### config.mk
export PLATFORM = sky130hd
export DESIGN_NAME = lsu_issue_flat
export DESIGN_NICKNAME = d
export VERILOG_FILES = /design/src/lsu_pkg.sv /design/src/lsu_bank_if.sv /design/src/lsu_issue.sv /design/src/flat_wrapper.sv
export VERILOG_INCLUDE_DIRS = /design/src /design/src/src
export SDC_FILE = /design/constraint.sdc
export NUM_CORES = 1
export LEC_CHECK = 0
export BUFFER_PORTS_ARGS = -buffer_cell sky130_fd_sc_hd__buf_4
export CAP_MARGIN = 10
export CORE_AREA = 2 2 200 202
export CTS_CLUSTER_SIZE = 28
export DETAILED_ROUTE_END_ITERATION = 7
export DIE_AREA = 0 0 202 204
export PLACE_DENSITY = 0.35
export SLEW_MARGIN = 15
export SYNTH_ARGS = -nofsm -noshare
export SYNTH_HDL_FRONTEND = slang
export SYNTH_SLANG_ARGS = --single-unit
### constraint.sdc
create_clock -name CLK -period 4.4 [get_ports CLK]
set_input_delay 0.22 -clock CLK [delete_from_list [all_inputs] [get_ports CLK]]
set_output_delay 0.22 -clock CLK [all_outputs]
set_load 0.005 [all_outputs]
### src/lsu_consts.svh
`ifndef LSU_CONSTS_SVH
`define LSU_CONSTS_SVH

// Bank index width
// 256 double-words per bank, two banks, 4 KiB of data memory
`define LSU_AW 8

// Rename bits appended to the 5-bit architectural register number
`define LSU_RNBIT 2

// Architectural register number width
// part of the destination tag
`define LSU_REGW 5

// Double-word offset inside a bank word, in address bits
// bits [2:0] pick the byte, bit 3 picks the bank
`define LSU_BANK_BIT 3

`endif

### src/lsu_pkg.sv
`include "lsu_consts.svh"

package lsu_pkg;

	// Data and address word of the core
	typedef logic [63:0] xlen_t;

	// One double-word inside one bank
	typedef logic [`LSU_AW-1:0] bank_idx_t;

	// Byte write enables of one bank word
	typedef logic [7:0] byte_mask_t;

	// Destination register tag with rename bits
	typedef logic [`LSU_REGW+`LSU_RNBIT-1:0] rd_tag_t;

	// Access size code
	typedef logic [1:0] acc_size_t;

	// Byte offset inside a double-word
	typedef logic [2:0] lane_off_t;

	// 16-byte window spanning both banks
	typedef logic [127:0] win_t;

	// Byte enables over the 16-byte window
	typedef logic [15:0] win_mask_t;

	// Size codes as seen on lu_size and su_size
	localparam acc_size_t SZ_BYTE = 2'd0;
	localparam acc_size_t SZ_HALF = 2'd1;
	localparam acc_size_t SZ_WORD = 2'd2;
	localparam acc_size_t SZ_DWORD = 2'd3;

endpackage

### src/lsu_bank_if.sv
`timescale 1ns/1ps

// One port of a data memory bank
interface lsu_bank_if;

	// Double-word index inside the bank
	lsu_pkg::bank_idx_t idx;
	// Store data already moved to its lanes
	lsu_pkg::xlen_t wdata;
	// Write strobe, only for stores touching this bank
	logic wen;
	// Per-byte enables
	lsu_pkg::byte_mask_t wmask;
	// Registered read data, one cycle after idx
	lsu_pkg::xlen_t rdata;

	// Request side
	modport issue (
		output idx, wdata, wen, wmask,
		input rdata
	);

	// Memory side
	modport mem (
		input idx, wdata, wen, wmask,
		output rdata
	);

endinterface

### src/lsu_issue.sv
`timescale 1ns/1ps

`include "lsu_consts.svh"

module lsu_issue (
	input logic CLK,
	input logic rst_n,

	// Load requests
	input logic lu_valid,
	output logic lu_ready,
	input lsu_pkg::xlen_t lu_addr,
	input lsu_pkg::acc_size_t lu_size,
	input logic lu_unsigned,
	input lsu_pkg::rd_tag_t lu_rd,

	// Store requests
	input logic su_valid,
	output logic su_ready,
	input lsu_pkg::xlen_t su_addr,
	input lsu_pkg::acc_size_t su_size,
	input lsu_pkg::xlen_t su_data,

	// Fences
	input logic fence_valid,
	output logic fence_ready,

	// Bank ports
	lsu_bank_if.issue bank_a,
	lsu_bank_if.issue bank_b,

	// Load context for writeback
	output logic op_done,
	output lsu_pkg::acc_size_t ld_size,
	output logic ld_unsigned,
	output lsu_pkg::lane_off_t ld_off,
	output logic ld_swap,
	output lsu_pkg::rd_tag_t ld_rd
);

	logic store_fire;
	logic load_fire;
	logic fence_fire;
	lsu_pkg::xlen_t acc_addr;
	lsu_pkg::bank_idx_t row;
	lsu_pkg::bank_idx_t row_inc;
	logic swap;
	lsu_pkg::lane_off_t off;
	lsu_pkg::win_mask_t base_mask;
	lsu_pkg::win_mask_t st_mask;
	lsu_pkg::win_t st_win;

	// Store wins over load, fence never collides
	assign store_fire = su_valid;
	assign load_fire = lu_valid & ~su_valid;
	assign fence_fire = fence_valid;

	assign su_ready = store_fire;
	assign lu_ready = load_fire;
	assign fence_ready = fence_fire;

	// Address of whichever access owns the banks this cycle
	assign acc_addr = store_fire ? su_addr : lu_addr;

	// Bank index is the dword number without its bank bit
	assign row = acc_addr[`LSU_BANK_BIT+1 +: `LSU_AW];
	// Wraps at the top of the bank
	assign row_inc = row + lsu_pkg::bank_idx_t'(1);
	// Odd dword first, so bank B holds the low half
	assign swap = acc_addr[`LSU_BANK_BIT];
	assign off = acc_addr[2:0];

	// Byte enables of the store before lane shifting
	always_comb begin
		case (su_size)
			lsu_pkg::SZ_BYTE: base_mask = 16'h0001;
			lsu_pkg::SZ_HALF: base_mask = 16'h0003;
			lsu_pkg::SZ_WORD: base_mask = 16'h000f;
			default: base_mask = 16'h00ff;
		endcase
	end

	// Spread over the 16-byte window
	assign st_mask = base_mask << off;
	assign st_win = {64'b0, su_data} << {off, 3'b000};

	// Low dword goes to bank A unless swapped
	assign bank_a.idx = swap ? row_inc : row;
	assign bank_b.idx = row;

	assign bank_a.wdata = swap ? st_win[127:64] : st_win[63:0];
	assign bank_b.wdata = swap ? st_win[63:0] : st_win[127:64];
	assign bank_a.wmask = swap ? st_mask[15:8] : st_mask[7:0];
	assign bank_b.wmask = swap ? st_mask[7:0] : st_mask[15:8];

	// Only banks that get at least one byte are written
	assign bank_a.wen = store_fire & (|bank_a.wmask);
	assign bank_b.wen = store_fire & (|bank_b.wmask);

	// One result slot per accepted operation
	always_ff @(posedge CLK) begin
		if (!rst_n) begin
			op_done <= 1'b0;
		end else begin
			op_done <= store_fire | load_fire | fence_fire;
		end
	end

	// Load context, held until the next load
	always_ff @(posedge CLK) begin
		if (load_fire) begin
			ld_size <= lu_size;
			ld_unsigned <= lu_unsigned;
			ld_off <= off;
			ld_swap <= swap;
		end
		// Stores and fences write back to x0
		ld_rd <= load_fire ? lu_rd : '0;
	end

	// Fence arrives alone
	a_fence_alone: assert property (@(posedge CLK) disable iff (!rst_n)
		fence_valid |-> !(lu_valid || su_valid));

	// Load held back by a store keeps asking
	a_load_held: assert property (@(posedge CLK) disable iff (!rst_n)
		(lu_valid && !lu_ready) |=> lu_valid);

endmodule

### src/flat_wrapper.sv
// flat-port wrapper written by rule: the top's interface ports become plain ports
module lsu_issue_flat 
  (CLK, rst_n, lu_valid, lu_ready, lu_addr, lu_size, lu_unsigned, lu_rd, su_valid, su_ready, su_addr, su_size, su_data, fence_valid, fence_ready, op_done, ld_size, ld_unsigned, ld_off, ld_swap, ld_rd, bank_a_idx, bank_a_wdata, bank_a_wen, bank_a_wmask, bank_a_rdata, bank_b_idx, bank_b_wdata, bank_b_wen, bank_b_wmask, bank_b_rdata);
  lsu_bank_if bank_a_i ();
  lsu_bank_if bank_b_i ();
  input logic CLK;
  input logic rst_n;
  input logic lu_valid;
  output logic lu_ready;
  input lsu_pkg::xlen_t lu_addr;
  input lsu_pkg::acc_size_t lu_size;
  input logic lu_unsigned;
  input lsu_pkg::rd_tag_t lu_rd;
  input logic su_valid;
  output logic su_ready;
  input lsu_pkg::xlen_t su_addr;
  input lsu_pkg::acc_size_t su_size;
  input lsu_pkg::xlen_t su_data;
  input logic fence_valid;
  output logic fence_ready;
  output logic op_done;
  output lsu_pkg::acc_size_t ld_size;
  output logic ld_unsigned;
  output lsu_pkg::lane_off_t ld_off;
  output logic ld_swap;
  output lsu_pkg::rd_tag_t ld_rd;
  output wire logic [$bits(bank_a_i.idx)-1:0] bank_a_idx;
  output wire logic [$bits(bank_a_i.wdata)-1:0] bank_a_wdata;
  output wire logic [$bits(bank_a_i.wen)-1:0] bank_a_wen;
  output wire logic [$bits(bank_a_i.wmask)-1:0] bank_a_wmask;
  input wire logic [$bits(bank_a_i.rdata)-1:0] bank_a_rdata;
  output wire logic [$bits(bank_b_i.idx)-1:0] bank_b_idx;
  output wire logic [$bits(bank_b_i.wdata)-1:0] bank_b_wdata;
  output wire logic [$bits(bank_b_i.wen)-1:0] bank_b_wen;
  output wire logic [$bits(bank_b_i.wmask)-1:0] bank_b_wmask;
  input wire logic [$bits(bank_b_i.rdata)-1:0] bank_b_rdata;
  assign bank_a_idx = bank_a_i.idx;
  assign bank_a_wdata = bank_a_i.wdata;
  assign bank_a_wen = bank_a_i.wen;
  assign bank_a_wmask = bank_a_i.wmask;
  assign bank_a_i.rdata = bank_a_rdata;
  assign bank_b_idx = bank_b_i.idx;
  assign bank_b_wdata = bank_b_i.wdata;
  assign bank_b_wen = bank_b_i.wen;
  assign bank_b_wmask = bank_b_i.wmask;
  assign bank_b_i.rdata = bank_b_rdata;
  lsu_issue u_core (.CLK(CLK), .rst_n(rst_n), .lu_valid(lu_valid), .lu_ready(lu_ready), .lu_addr(lu_addr), .lu_size(lu_size), .lu_unsigned(lu_unsigned), .lu_rd(lu_rd), .su_valid(su_valid), .su_ready(su_ready), .su_addr(su_addr), .su_size(su_size), .su_data(su_data), .fence_valid(fence_valid), .fence_ready(fence_ready), .bank_a(bank_a_i), .bank_b(bank_b_i), .op_done(op_done), .ld_size(ld_size), .ld_unsigned(ld_unsigned), .ld_off(ld_off), .ld_swap(ld_swap), .ld_rd(ld_rd));
endmodule
==> impl_summary.txt, run 1 <==
----------------------------------------------------
[CTS]
  Clock tree from TritonCTS ... built
  Clk sinks ... 15
  Number of buffers inserted during clock tree synthesis ... 3
  Hold buffer count at CTS ... 0
  Clock Path Buffers ... 2
  Post-CTS setup-driven buffer insertion count ... 0
  CTS root buf ... clkbuf_16
  PostCTS Resize Cnt ... 0
  Clock H-tree levels ... 1
  Register clock-pin slew on the reported worst setup and hold paths ... 0.05 ns

[Synthesis]
  Syn nets ... 974
  Most area-hungry cell type in the Yosys netlist ... mux4_2
  Area fraction of the dominant cell type after synthesis ... 11.1%
  Async set-or-reset flop fraction in the synthesized netlist ... 0%
  Number of enable-type register cells in the synthesized netlist ... 7
  Cells taking the most area after synthesis ... mux4_2 11%, o221ai_1 6.3%, a31oi_1 6.1%
  Gate count of the mapped netlist ... 636
  Register area share after synthesis ... 7.58%
  Most instantiated flip-flop cell in the synthesis netlist ... dfxtp_1
  Synthesized flop and latch total ... 15
  Cell types with the highest counts after synthesis ... 80 x nand2_1, 48 x a31oi_1, 44 x a21oi_1, 44 x clkbuf_1, 35 x o221ai_1
  Synth unique cells ... 56
  Combined area of all synthesized cells ... 4880 µm²
  Avg Synthesized Cell Area ... 7.68 µm²
  Most common cell in the netlist ... nand2_1
  Yosys Warn Count ... 0

[Setup path]
  CP Launch Type ... input port
  Top fanout value on the critical path ... 27
  Data arrival time of the critical path ... 3.06 ns
  Worst Setup Path Type ... input port to output pin
  Endpoint required time on the critical path ... 4.18 ns
  Crit. End Element ... output pin

[Layout]
  Area of all placed cells without fillers ... 7580 µm²
  Area growth from synthesis to final layout ... 55.2%
  Share of post-route cells with drive strength above 1 ... approximately 44%
  Layout Nets ... 1199
  Filler Cell Count ... 4409

[Timing]
  Post-route worst hold slack ... 0.150 ns
  Worst path setup slack after routing ... ~1.1 ns
  Slew at the pin closest to its max-slew limit ... between 0.9 and 1 ns
  Number of hold violations in the final report ... 0
  Setup repair after global routing missed its margin ... false
  Achievable Freq ... 305 MHz
  Min cycle time layout ... 3.28 ns
  Number of pins exceeding their max-slew limit in the final report ... 0
  Count of final setup violators ... 0
  Period Utilization, post-route ... roughly three quarters
  Fin Setup TNS ... 0 ns
  Worst slew slack as a fraction of its limit ... 33.7%

[Placed design]
  HPWL after DPL ... 27.8 mm
  I/O Buffers ... 284
  Standard cell area after detailed placement ... 7480 µm²
  Pre-CTS WS ... between 1 and 1.5 ns
  Routability congestion estimate ... 0.811

[Route]
  DRT antenna net count ... 0
  Violation count after the first detailed-routing iteration ... 463
  # DRC ... 0
  Router iterations before antenna repair ... 6
  Routed length per instance ... 24.7 µm
  Vias per cell ... between 4 and 5
  Number of vias in the routed layout ... 6739
  Wirelength, routed ... 34.4 mm

[Power and ir drop]
  Total Power Consumption ... 0.00156 W
  Leakage dissipation ... 3.05 nW
  Worst voltage drop across the vdd grid ... 0.111 mV
  Power density normalized to cell area ... a little over 200 nW/µm²

[Die]
  Core area ... 39200 µm²
  Number of standard-cell rows in the floorplan ... between 70 and 80
  Ports placed on the boundary ... 517
  Area of the die ... 41200 µm²
  Die W ... 202 µm
  Vert. Die Dim ... just over 200 µm
  Initial core utilization ... between 10 and 15%

[Global route]
  Largest net degree at the start of global routing ... 67
  Initial antenna violation count ... 8
  Total global-route track usage ... 15.7%
  Number of global-route vias before repair ... 6492
  Wire length of the first global-routing pass ... 48.1 mm
  Overflow left after global routing ... 0

[Min path]
  Worst min-delay path class ... input port to flip-flop

[Flow run]
  Number of max-cap violations ... 0

[Run status]
  Run status ... finished clean

----------------------------------------------------
-- cell type report --
type | count | area (µm²) | share of cell area [%]
Clock buffer | 4 | 78.8 | 1.04
Multi-Input combinational cell | 520 | 4080 | 53.8
Tap cell | 525 | 657 | 8.66
Inverter | 11 | 42.5 | 0.561
Sequential cell | 15 | 370 | 4.89
Timing Repair Buffer | 310 | 2340 | 30.9
Antenna cell | 6 | 15.0 | 0.198
-- worst paths after layout --
path,endpoint,slack [ns],start,depth (start not counted)
min,u_core.ld_unsigned,0.15,lu_unsigned,1
max,bank_b_wdata[34],1.12,su_valid,9
-- critical path, stage by stage --
cell      delay [ns]
buf_4           0.34
mux2i_4         0.72
inv_2           0.07
buf_4           0.23
nor3_1          0.51
buf_4           0.30
a222oi_1        0.10
o21ai_0         0.32
buf_4           0.22
-- layer usage --
metal | track usage (%) | vias to the layer above | wire, µm
met1 | 20.6 | 3349 | 14700
met3 | 3.81 | 19 | 2880
met5 | 0 | - | 29
met2 | 26.9 | 328 | 16500
li1 | - | 3039 | -
met4 | 1.65 | 4 | 272
-- kinds of logic (layout without fill, tap and decap cells) --
group | count (synthesis) | count (layout) | synth area share [%]
buf+inv | 101 | 325 | 9.56
other cells | 0 | 6 | 0
xor+xnor | 8 | 8 | 1.43
simple gates | 147 | 147 | 13.8
fa+ha+maj | 2 | 2 | 0.461
compound gates | 279 | 279 | 41.9
flops | 15 | 15 | 7.58
mux | 84 | 84 | 25.2
-- metrics by stage --
step / instances / util, %
after floorplan: 636 / -
after global placement: 1381 / 19.1
after detailed placement: 1381 / 19.1
after CTS: 1385 / 19.3
after global routing: 1387 / 19.3
final: 1391 / 19.3
-- state kept, by name (all words and copies together) (netlist names) --
| name | cells |
|---|---|
| u_core.ld_rd | 7 |
| u_core.ld_off | 3 |
| u_core.ld_size | 2 |
| u_core.ld_swap | 1 |
| u_core.ld_unsigned | 1 |
| u_core.op_done | 1 |
-- where the power goes --
part | internal (W) | leakage, nW | switching [W] | total [W]
Sequential | 0.000155 | 0.132 | 0.00000207 | 0.000157
Combinational | 0.000555 | 2.88 | 0.000666 | 0.00122
Clock | 0.000123 | 0.0382 | 0.0000570 | 0.000180
-- layout by cell type, fill, tap and decap left out, drive strengths merged, types with 2 or more instances in the layout --
master     n
xor2       2
a22oi     32
mux2i     32
edfxtp     7
nor2b      2
mux2      28
dfxtp      8
diode      6
a2bb2oi   16
o21ai     22
a222oi    16
a21o       2
a22o      16
nand3      2
a221oi     2
o31a       2
o32ai      2
a32oi     25
clkbuf     4
a32o       8
mux4      24
buf      310
nand2     80
inv       10
nand2b     4
a31oi     48
nand3b     2
a21oi     44
o22ai      4
o221ai    35
or3        2
nor3      10
a21boi     2
nor2      32
xnor2      6
and2       8
(Power assumes the default switching activity.)
==> run 2, diff against run 1 <==
--- a/config.mk
+++ b/config.mk
@@ -8,10 +8,10 @@
 export LEC_CHECK = 0
 export BUFFER_PORTS_ARGS = -buffer_cell sky130_fd_sc_hd__buf_4
 export CAP_MARGIN = 10
-export CORE_AREA = 2 2 200 202
+export CORE_AREA = 2 2 199 201
 export CTS_CLUSTER_SIZE = 28
 export DETAILED_ROUTE_END_ITERATION = 7
-export DIE_AREA = 0 0 202 204
+export DIE_AREA = 0 0 201 203
 export PLACE_DENSITY = 0.35
 export SLEW_MARGIN = 15
 export SYNTH_ARGS = -nofsm -noshare
==> constraint.sdc (replaced) <==
create_clock -name CLK -period 3.3 [get_ports CLK]
set_input_delay 0.165 -clock CLK [delete_from_list [all_inputs] [get_ports CLK]]
set_output_delay 0.165 -clock CLK [all_outputs]
set_load 0.005 [all_outputs]
==> run 2 against run 1 <==
Net effect:
- die area down 0.98%
- non-clock buffer count grew 13
- global-route usage decreased by 0.14 points
- worst setup slack lost 0.74 ns
- flip-flop and latch count unchanged
- clock-buffer cell count unchanged
- sequential share of layout area shrank 0.063 points
- combinational power grew 35%
- design area increased by 1.3%
- largest power group unchanged
==> impl_summary.txt, run 2 (synthesized netlist as in run 1, its figures left out) <==
----------------------------------------------------
[Layout]
  Most frequent standard cell in the layout excluding fill and tap cells ... buf_4
  Layout Nets ... 1212 (+1.1%)
  Leading cell types in the layout, fill and taps excluded ... 321 x buf_4, 80 x nand2_1, 48 x a31oi_1
  Biggest register ... u_core.ld_rd
  Filler Cell Count ... 4359 (-1.1%)
  Largest register FFs ... 7 (unchanged)
  Largest registers ranked by flip-flop count ... u_core.ld_rd (7), u_core.ld_off (3), u_core.ld_size (2)
  Share of post-route cells with drive strength above 1 ... 45.1% (+0.71 points)
  Area of the multi-input gates ... 4080 µm² (about the same)
  Area taken by flip-flops and latches ... 370 µm² (unchanged)
  Area growth from synthesis to final layout ... 57.3%

[Timing]
  Achievable Freq ... 343 MHz
  Number of hold violations in the final report ... 0 (unchanged)
  Number of pins exceeding their max-slew limit in the final report ... 0 (unchanged)
  Setup repair after global routing missed its margin ... false
  Period Utilization, post-route ... 88.3%
  Worst path setup slack after routing ... 0.385 ns (-0.737 ns)
  Fin Setup TNS ... 0 ns (unchanged)
  Min cycle time layout ... ~2.9 ns
  Slew at the pin closest to its max-slew limit ... 1.04 ns (+0.0484 ns)
  Post-route worst hold slack ... 0.0967 ns (-0.0534 ns)
  Worst slew slack as a fraction of its limit ... 29.9% (-3.8 points)
  Count of final setup violators ... 0 (unchanged)

[Setup path]
  Data arrival time of the critical path ... 2.75 ns (-0.31 ns)
  Critical Path Max Stage Delay ... 0.85 ns (+0.13 ns)
  Crit-path cells ... buf_4, buf_4, mux2i_4, inv_2, nor3_1, a222oi_1, o21ai_0, buf_4
  Crit. End Element ... output pin
  Top fanout value on the critical path ... 19 (-30%)
  Worst setup path startpoint ... su_valid
  CP Launch Type ... input port
  Cell with the most instances on the worst path ... buf_4
  Critical-path top delay cell ... nor3_1
  Worst Setup Path Type ... input port to output pin
  Endpoint required time on the critical path ... 3.13 ns (-1.05 ns)
  Endpoint of the most critical setup path ... bank_b_wdata[35]

[Global route]
  Number of global-route vias before repair ... 6490 (-0.031%)
  Initial antenna violation count ... 9 (+1)
  Overflow left after global routing ... 0 (unchanged)
  Largest net degree at the start of global routing ... 58 (-13%)
  Wire length of the first global-routing pass ... 47.5 mm (-1.3%)
  Total global-route track usage ... 15.6% (-0.14 points)

[Run status]
  Run status ... finished clean

[Die]
  Core area ... 38500 µm² (-1.8%)
  Area of the die ... 40800 µm² (-0.98%)
  Die W ... 201 µm (-0.50%)
  Number of standard-cell rows in the floorplan ... 72 (-1.4%)
  Ports placed on the boundary ... 517 (unchanged)
  Vert. Die Dim ... 203 µm (-0.49%)
  Initial core utilization ... 12.7% (+0.23 points)

[CTS]
  Clk sinks ... 15 (unchanged)
  Clock Path Buffers ... 2 (unchanged)
  Clock H-tree levels ... 1 (unchanged)
  Clock tree from TritonCTS ... built
  Number of buffers inserted during clock tree synthesis ... 3 (unchanged)
  Register clock-pin slew on the reported worst setup and hold paths ... 0.05 ns (about the same)
  Post-CTS setup-driven buffer insertion count ... 0 (unchanged)
  CTS root buf ... clkbuf_16

[Placed design]
  Routability congestion estimate ... 0.821 (+1.3%)
  I/O Buffers ... 284 (unchanged)
  HPWL after DPL ... 27.7 mm (-0.47%)
  Pre-CTS WS ... 0.0650 ns (-1.13 ns)

[Power and ir drop]
  Internal power ... 0.00113 W (+35%)
  Switch share ... 46.2% (-0.38 points)
  Net switching power figure ... 0.000967 W (+33%)
  Proportion of power drawn by the clock network ... 11.3% (-0.2 points)
  Leakage dissipation ... 3.11 nW (+2.2%)
  Worst voltage drop across the vdd grid ... 0.133 mV (+20%)
  Relative contribution of sequential cells to total power ... 10.0% (about the same)
  Power density normalized to cell area ... 273 nW/µm² (+33%)
  Combinational share of power ... 78.7% (+0.3 points)

[Route]
  # DRC ... 0 (unchanged)
  Number of vias in the routed layout ... 6733 (-0.089%)
  Router iterations before antenna repair ... 6 (unchanged)
  DRT antenna net count ... 0 (unchanged)
  Routed length per instance ... 24.2 µm (-2.0%)
  Violation count after the first detailed-routing iteration ... 703 (+52%)
  Vias per cell ... 4.83 (-0.38%)
  Wirelength, routed ... 33.8 mm (-1.7%)

[Flow run]
  Number of max-cap violations ... 0 (unchanged)

[Min path]
  Worst min-delay path class ... input port to flip-flop
  Min-delay src ... lu_unsigned

----------------------------------------------------
run 2: power by group through the flow:
stage,combinational [W],sequential (W),clock [W]
finish,0.00165,0.000209,0.000237
global route,0.00178,0.000210,0.000249
CTS,0.00167,0.000209,0.000245
detailed placement,0.00167,0.000213,0
global placement,0.00166,0.000213,0
floorplan,0.000793,0.000214,0
run 2: how the worst min path moves through the flow:
stage | cells past startpoint | slack [ns] | end
after floorplan | 0 | 0.26 | u_core.ld_size[0]
after global placement | 1 | 0.34 | u_core.ld_unsigned
after detailed placement | 1 | 0.35 | u_core.ld_size[1]
after CTS | 1 | 0.09 | u_core.ld_size[1]
after global routing | 1 | 0.09 | u_core.ld_size[1]
final | 1 | 0.1 | u_core.ld_unsigned
run 2: critical path: cells and delay by family:
kind,cells,cell delay [ns]
muxes,1,0.33
AOI/OAI and AO/OA,2,0.56
and+or+nand+nor,1,0.85
buffers and inverters,4,0.83
run 2: stage by stage:
stage	util, %	instances	power (W)	instance area, µm²
after CTS	19.9	1391	0.00213	7660
after global routing	20.0	1393	0.00224	7670
after detailed placement	19.7	1387	0.00188	7590
after global placement	19.7	1387	0.00188	7590
after floorplan	-	636	0.00101	4880
final	20.0	1395	0.00209	7680
run 2: area by class of cell:
class                      count  share of cell area [%]
multi-input combinational    520                    53.1
timing repair buffer         323                    31.9
tap                          518                    8.44
sequential                    15                    4.82
clock buffer                   4                    1.03
inverter                      11                   0.554
antenna                        4                   0.130
run 2: metal layers:
layer	up-vias	routed length (µm)	share of wire, %	global-route usage, %
met5	-	54	0.16	0
met4	10	282	0.84	2.04
met3	23	2900	8.6	3.95
met2	348	16000	47	26.1
met1	3283	14600	43	20.6
li1	3069	-	-	-
run 2: timing repair:
| action | CTS | global route |
|---|---|---|
| hold buffers | 0 | 0 |
| resized for setup | 0 | 1 |
| endpoints found under the setup margin | 0 | 8 |
==> run 3, diff against run 2 <==
==> constraint.sdc (replaced) <==
create_clock -name CLK -period 2.8 [get_ports CLK]
set_input_delay 0.14 -clock CLK [delete_from_list [all_inputs] [get_ports CLK]]
set_output_delay 0.14 -clock CLK [all_outputs]
set_load 0.005 [all_outputs]
==> run 3 against run 2 <==
Net effect:
- wire length up 1.2%
- global-route usage up 0.11 points
- clock power up 16%
- utilization about the same
- highest routed layer unchanged
- critical path type unchanged
- cell count unchanged
- sequential share of layout area about the same
- via count up 0.62%
- worst setup slack worse by 0.20 ns
- largest cell class unchanged
- worst hold slack worse by 0.025 ns
- die area unchanged
==> impl_summary.txt, run 3 (synthesized netlist as in run 1, its figures left out) <==
----------------------------------------------------
[Run status]
  Run status ... finished clean

[CTS]
  Register clock-pin slew on the reported worst setup and hold paths ... 0.05 ns (about the same)
  Clock Path Buffers ... 2 (unchanged)
  CTS root buf ... clkbuf_16
  Number of buffers inserted during clock tree synthesis ... 3 (unchanged)
  Clock tree from TritonCTS ... built
  Clock H-tree levels ... 1 (unchanged)
  Clk sinks ... 15 (unchanged)

[Layout]
  Biggest register ... u_core.ld_rd
  Layout Nets ... 1213 (+0.083%)
  Share of post-route cells with drive strength above 1 ... 45.3% (+0.18 points)
  Largest registers ranked by flip-flop count ... u_core.ld_rd (7), u_core.ld_off (3), u_core.ld_size (2)
  Area growth from synthesis to final layout ... 57.6%
  Filler Cell Count ... 4355 (-0.092%)
  Leading cell types in the layout, fill and taps excluded ... 321 x buf_4, 80 x nand2_1, 48 x a31oi_1
  Largest register FFs ... 7 (unchanged)
  Most frequent standard cell in the layout excluding fill and tap cells ... buf_4

[Route]
  Wirelength, routed ... 34.2 mm (+1.2%)
  Routed length per instance ... 24.5 µm (+1.2%)
  Number of vias in the routed layout ... 6775 (+0.62%)
  DRT antenna net count ... 0 (unchanged)
  # DRC ... 0 (unchanged)
  Router iterations before antenna repair ... 6 (unchanged)
  Vias per cell ... 4.86 (+0.62%)
  Violation count after the first detailed-routing iteration ... 602 (-14%)

[Placed design]
  Routability congestion estimate ... 0.826 (+0.61%)
  HPWL after DPL ... 27.9 mm (+0.81%)
  I/O Buffers ... 284 (unchanged)
  Pre-CTS WS ... 0.200 ns (+0.135 ns)

[Power and ir drop]
  Combinational share of power ... 78.9% (+0.2 points)
  Internal power ... 0.00133 W (+18%)
  Proportion of power drawn by the clock network ... 11.1% (-0.2 points)
  Relative contribution of sequential cells to total power ... 10.0% (about the same)
  Switch share ... 46.2% (about the same)
  Worst voltage drop across the vdd grid ... 0.161 mV (+21%)
  Leakage dissipation ... 3.12 nW (+0.40%)
  Net switching power figure ... 0.00114 W (+18%)
  Power density normalized to cell area ... 322 nW/µm² (+18%)

[Timing]
  Worst slew slack as a fraction of its limit ... 29.8% (-0.11 points)
  Period Utilization, post-route ... 93.4%
  Worst path setup slack after routing ... 0.185 ns (-0.201 ns)
  Setup repair after global routing missed its margin ... false
  Slew at the pin closest to its max-slew limit ... 1.05 ns (+0.00159 ns)
  Min cycle time layout ... 2.62 ns
  Count of final setup violators ... 0 (unchanged)
  Number of pins exceeding their max-slew limit in the final report ... 0 (unchanged)
  Achievable Freq ... between 300 and 400 MHz
  Fin Setup TNS ... 0 ns (unchanged)
  Number of hold violations in the final report ... 0 (unchanged)

[Die]
  Ports placed on the boundary ... 517 (unchanged)
  Initial core utilization ... 12.7% (unchanged)
  Number of standard-cell rows in the floorplan ... 72 (unchanged)
  Die W ... 201 µm (unchanged)
  Core area ... 38500 µm² (unchanged)
  Area of the die ... 40800 µm² (unchanged)
  Vert. Die Dim ... 203 µm (unchanged)

[Global route]
  Overflow left after global routing ... 0 (unchanged)
  Initial antenna violation count ... 8 (-1)
  Largest net degree at the start of global routing ... 67 (+16%)
  Wire length of the first global-routing pass ... 47.9 mm (+0.86%)
  Number of global-route vias before repair ... 6513 (+0.35%)
  Total global-route track usage ... 15.7% (+0.11 points)

[Min path]
  Worst min-delay path class ... input port to flip-flop

[Setup path]
  Top fanout value on the critical path ... 15 (-4)
  Worst Setup Path Type ... input port to output pin
  Crit. End Element ... output pin
  Endpoint required time on the critical path ... 2.66 ns (-0.47 ns)
  Data arrival time of the critical path ... 2.48 ns (-0.27 ns)
  CP Launch Type ... input port

[Flow run]
  Number of max-cap violations ... 0 (unchanged)

----------------------------------------------------
## run 3: critical path: stages
cell      delay (ns)
buf_4           0.23
mux2i_4         0.29
inv_2           0.16
nor3_1          0.83
buf_4           0.29
a222oi_1        0.08
o21ai_0         0.23
buf_4           0.20
## run 3: area by class of cell
class,count,area [µm²],area share [%]
inverters,11,42.5,0.553
clock buffers,4,78.8,1.02
multi-input cells,520,4080,53.0
flip-flops and latches,15,370,4.81
repair buffers,324,2470,32.1
diodes,3,7.51,0.0975
well taps,518,648,8.42
## run 3: per-stage QoR
step	cells	instance area, µm²	total power (W)	util (%)	hold slack (ns)
after global placement	1388	7610	0.00221	19.8	0.319
after detailed placement	1388	7610	0.00222	19.8	0.320
final	1395	7700	0.00248	20.0	0.0715
after floorplan	636	4880	0.00119	-	0.239
after global routing	1392	7690	0.00265	20.0	0.0606
after CTS	1392	7680	0.00251	20.0	0.0670
## run 3: power groups by stage
stage	Clock (W)	Sequential [W]	Combinational [W]
final	0.000276	0.000246	0.00195
after global routing	0.000301	0.000247	0.00210
after CTS	0.000287	0.000246	0.00198
after detailed placement	0	0.000251	0.00197
after global placement	0	0.000250	0.00196
after floorplan	0	0.000252	0.000935
## run 3: path summary, 6_finish.rpt
kind              startpoint           endpoint  cells past startpoint
setup / recovery    su_valid   bank_b_wdata[34]                      8
hold / removal    lu_size[1]  u_core.ld_size[1]                      1
## run 3: timing repair
action	in CTS	in global routing
hold buffers	0	0
setup endpoints to repair	0	4
gates resized for setup	0	1
buffers inserted	0	0
## run 3: metal layers
metal  global-route usage, %  vias up  share of wire [%]
met5                       0        -               0.16
met4                    1.80        8               0.82
met3                    4.03       23                8.1
met2                    27.3      333                 48
met1                    20.1     3347                 43
li1                        -     3064                  -
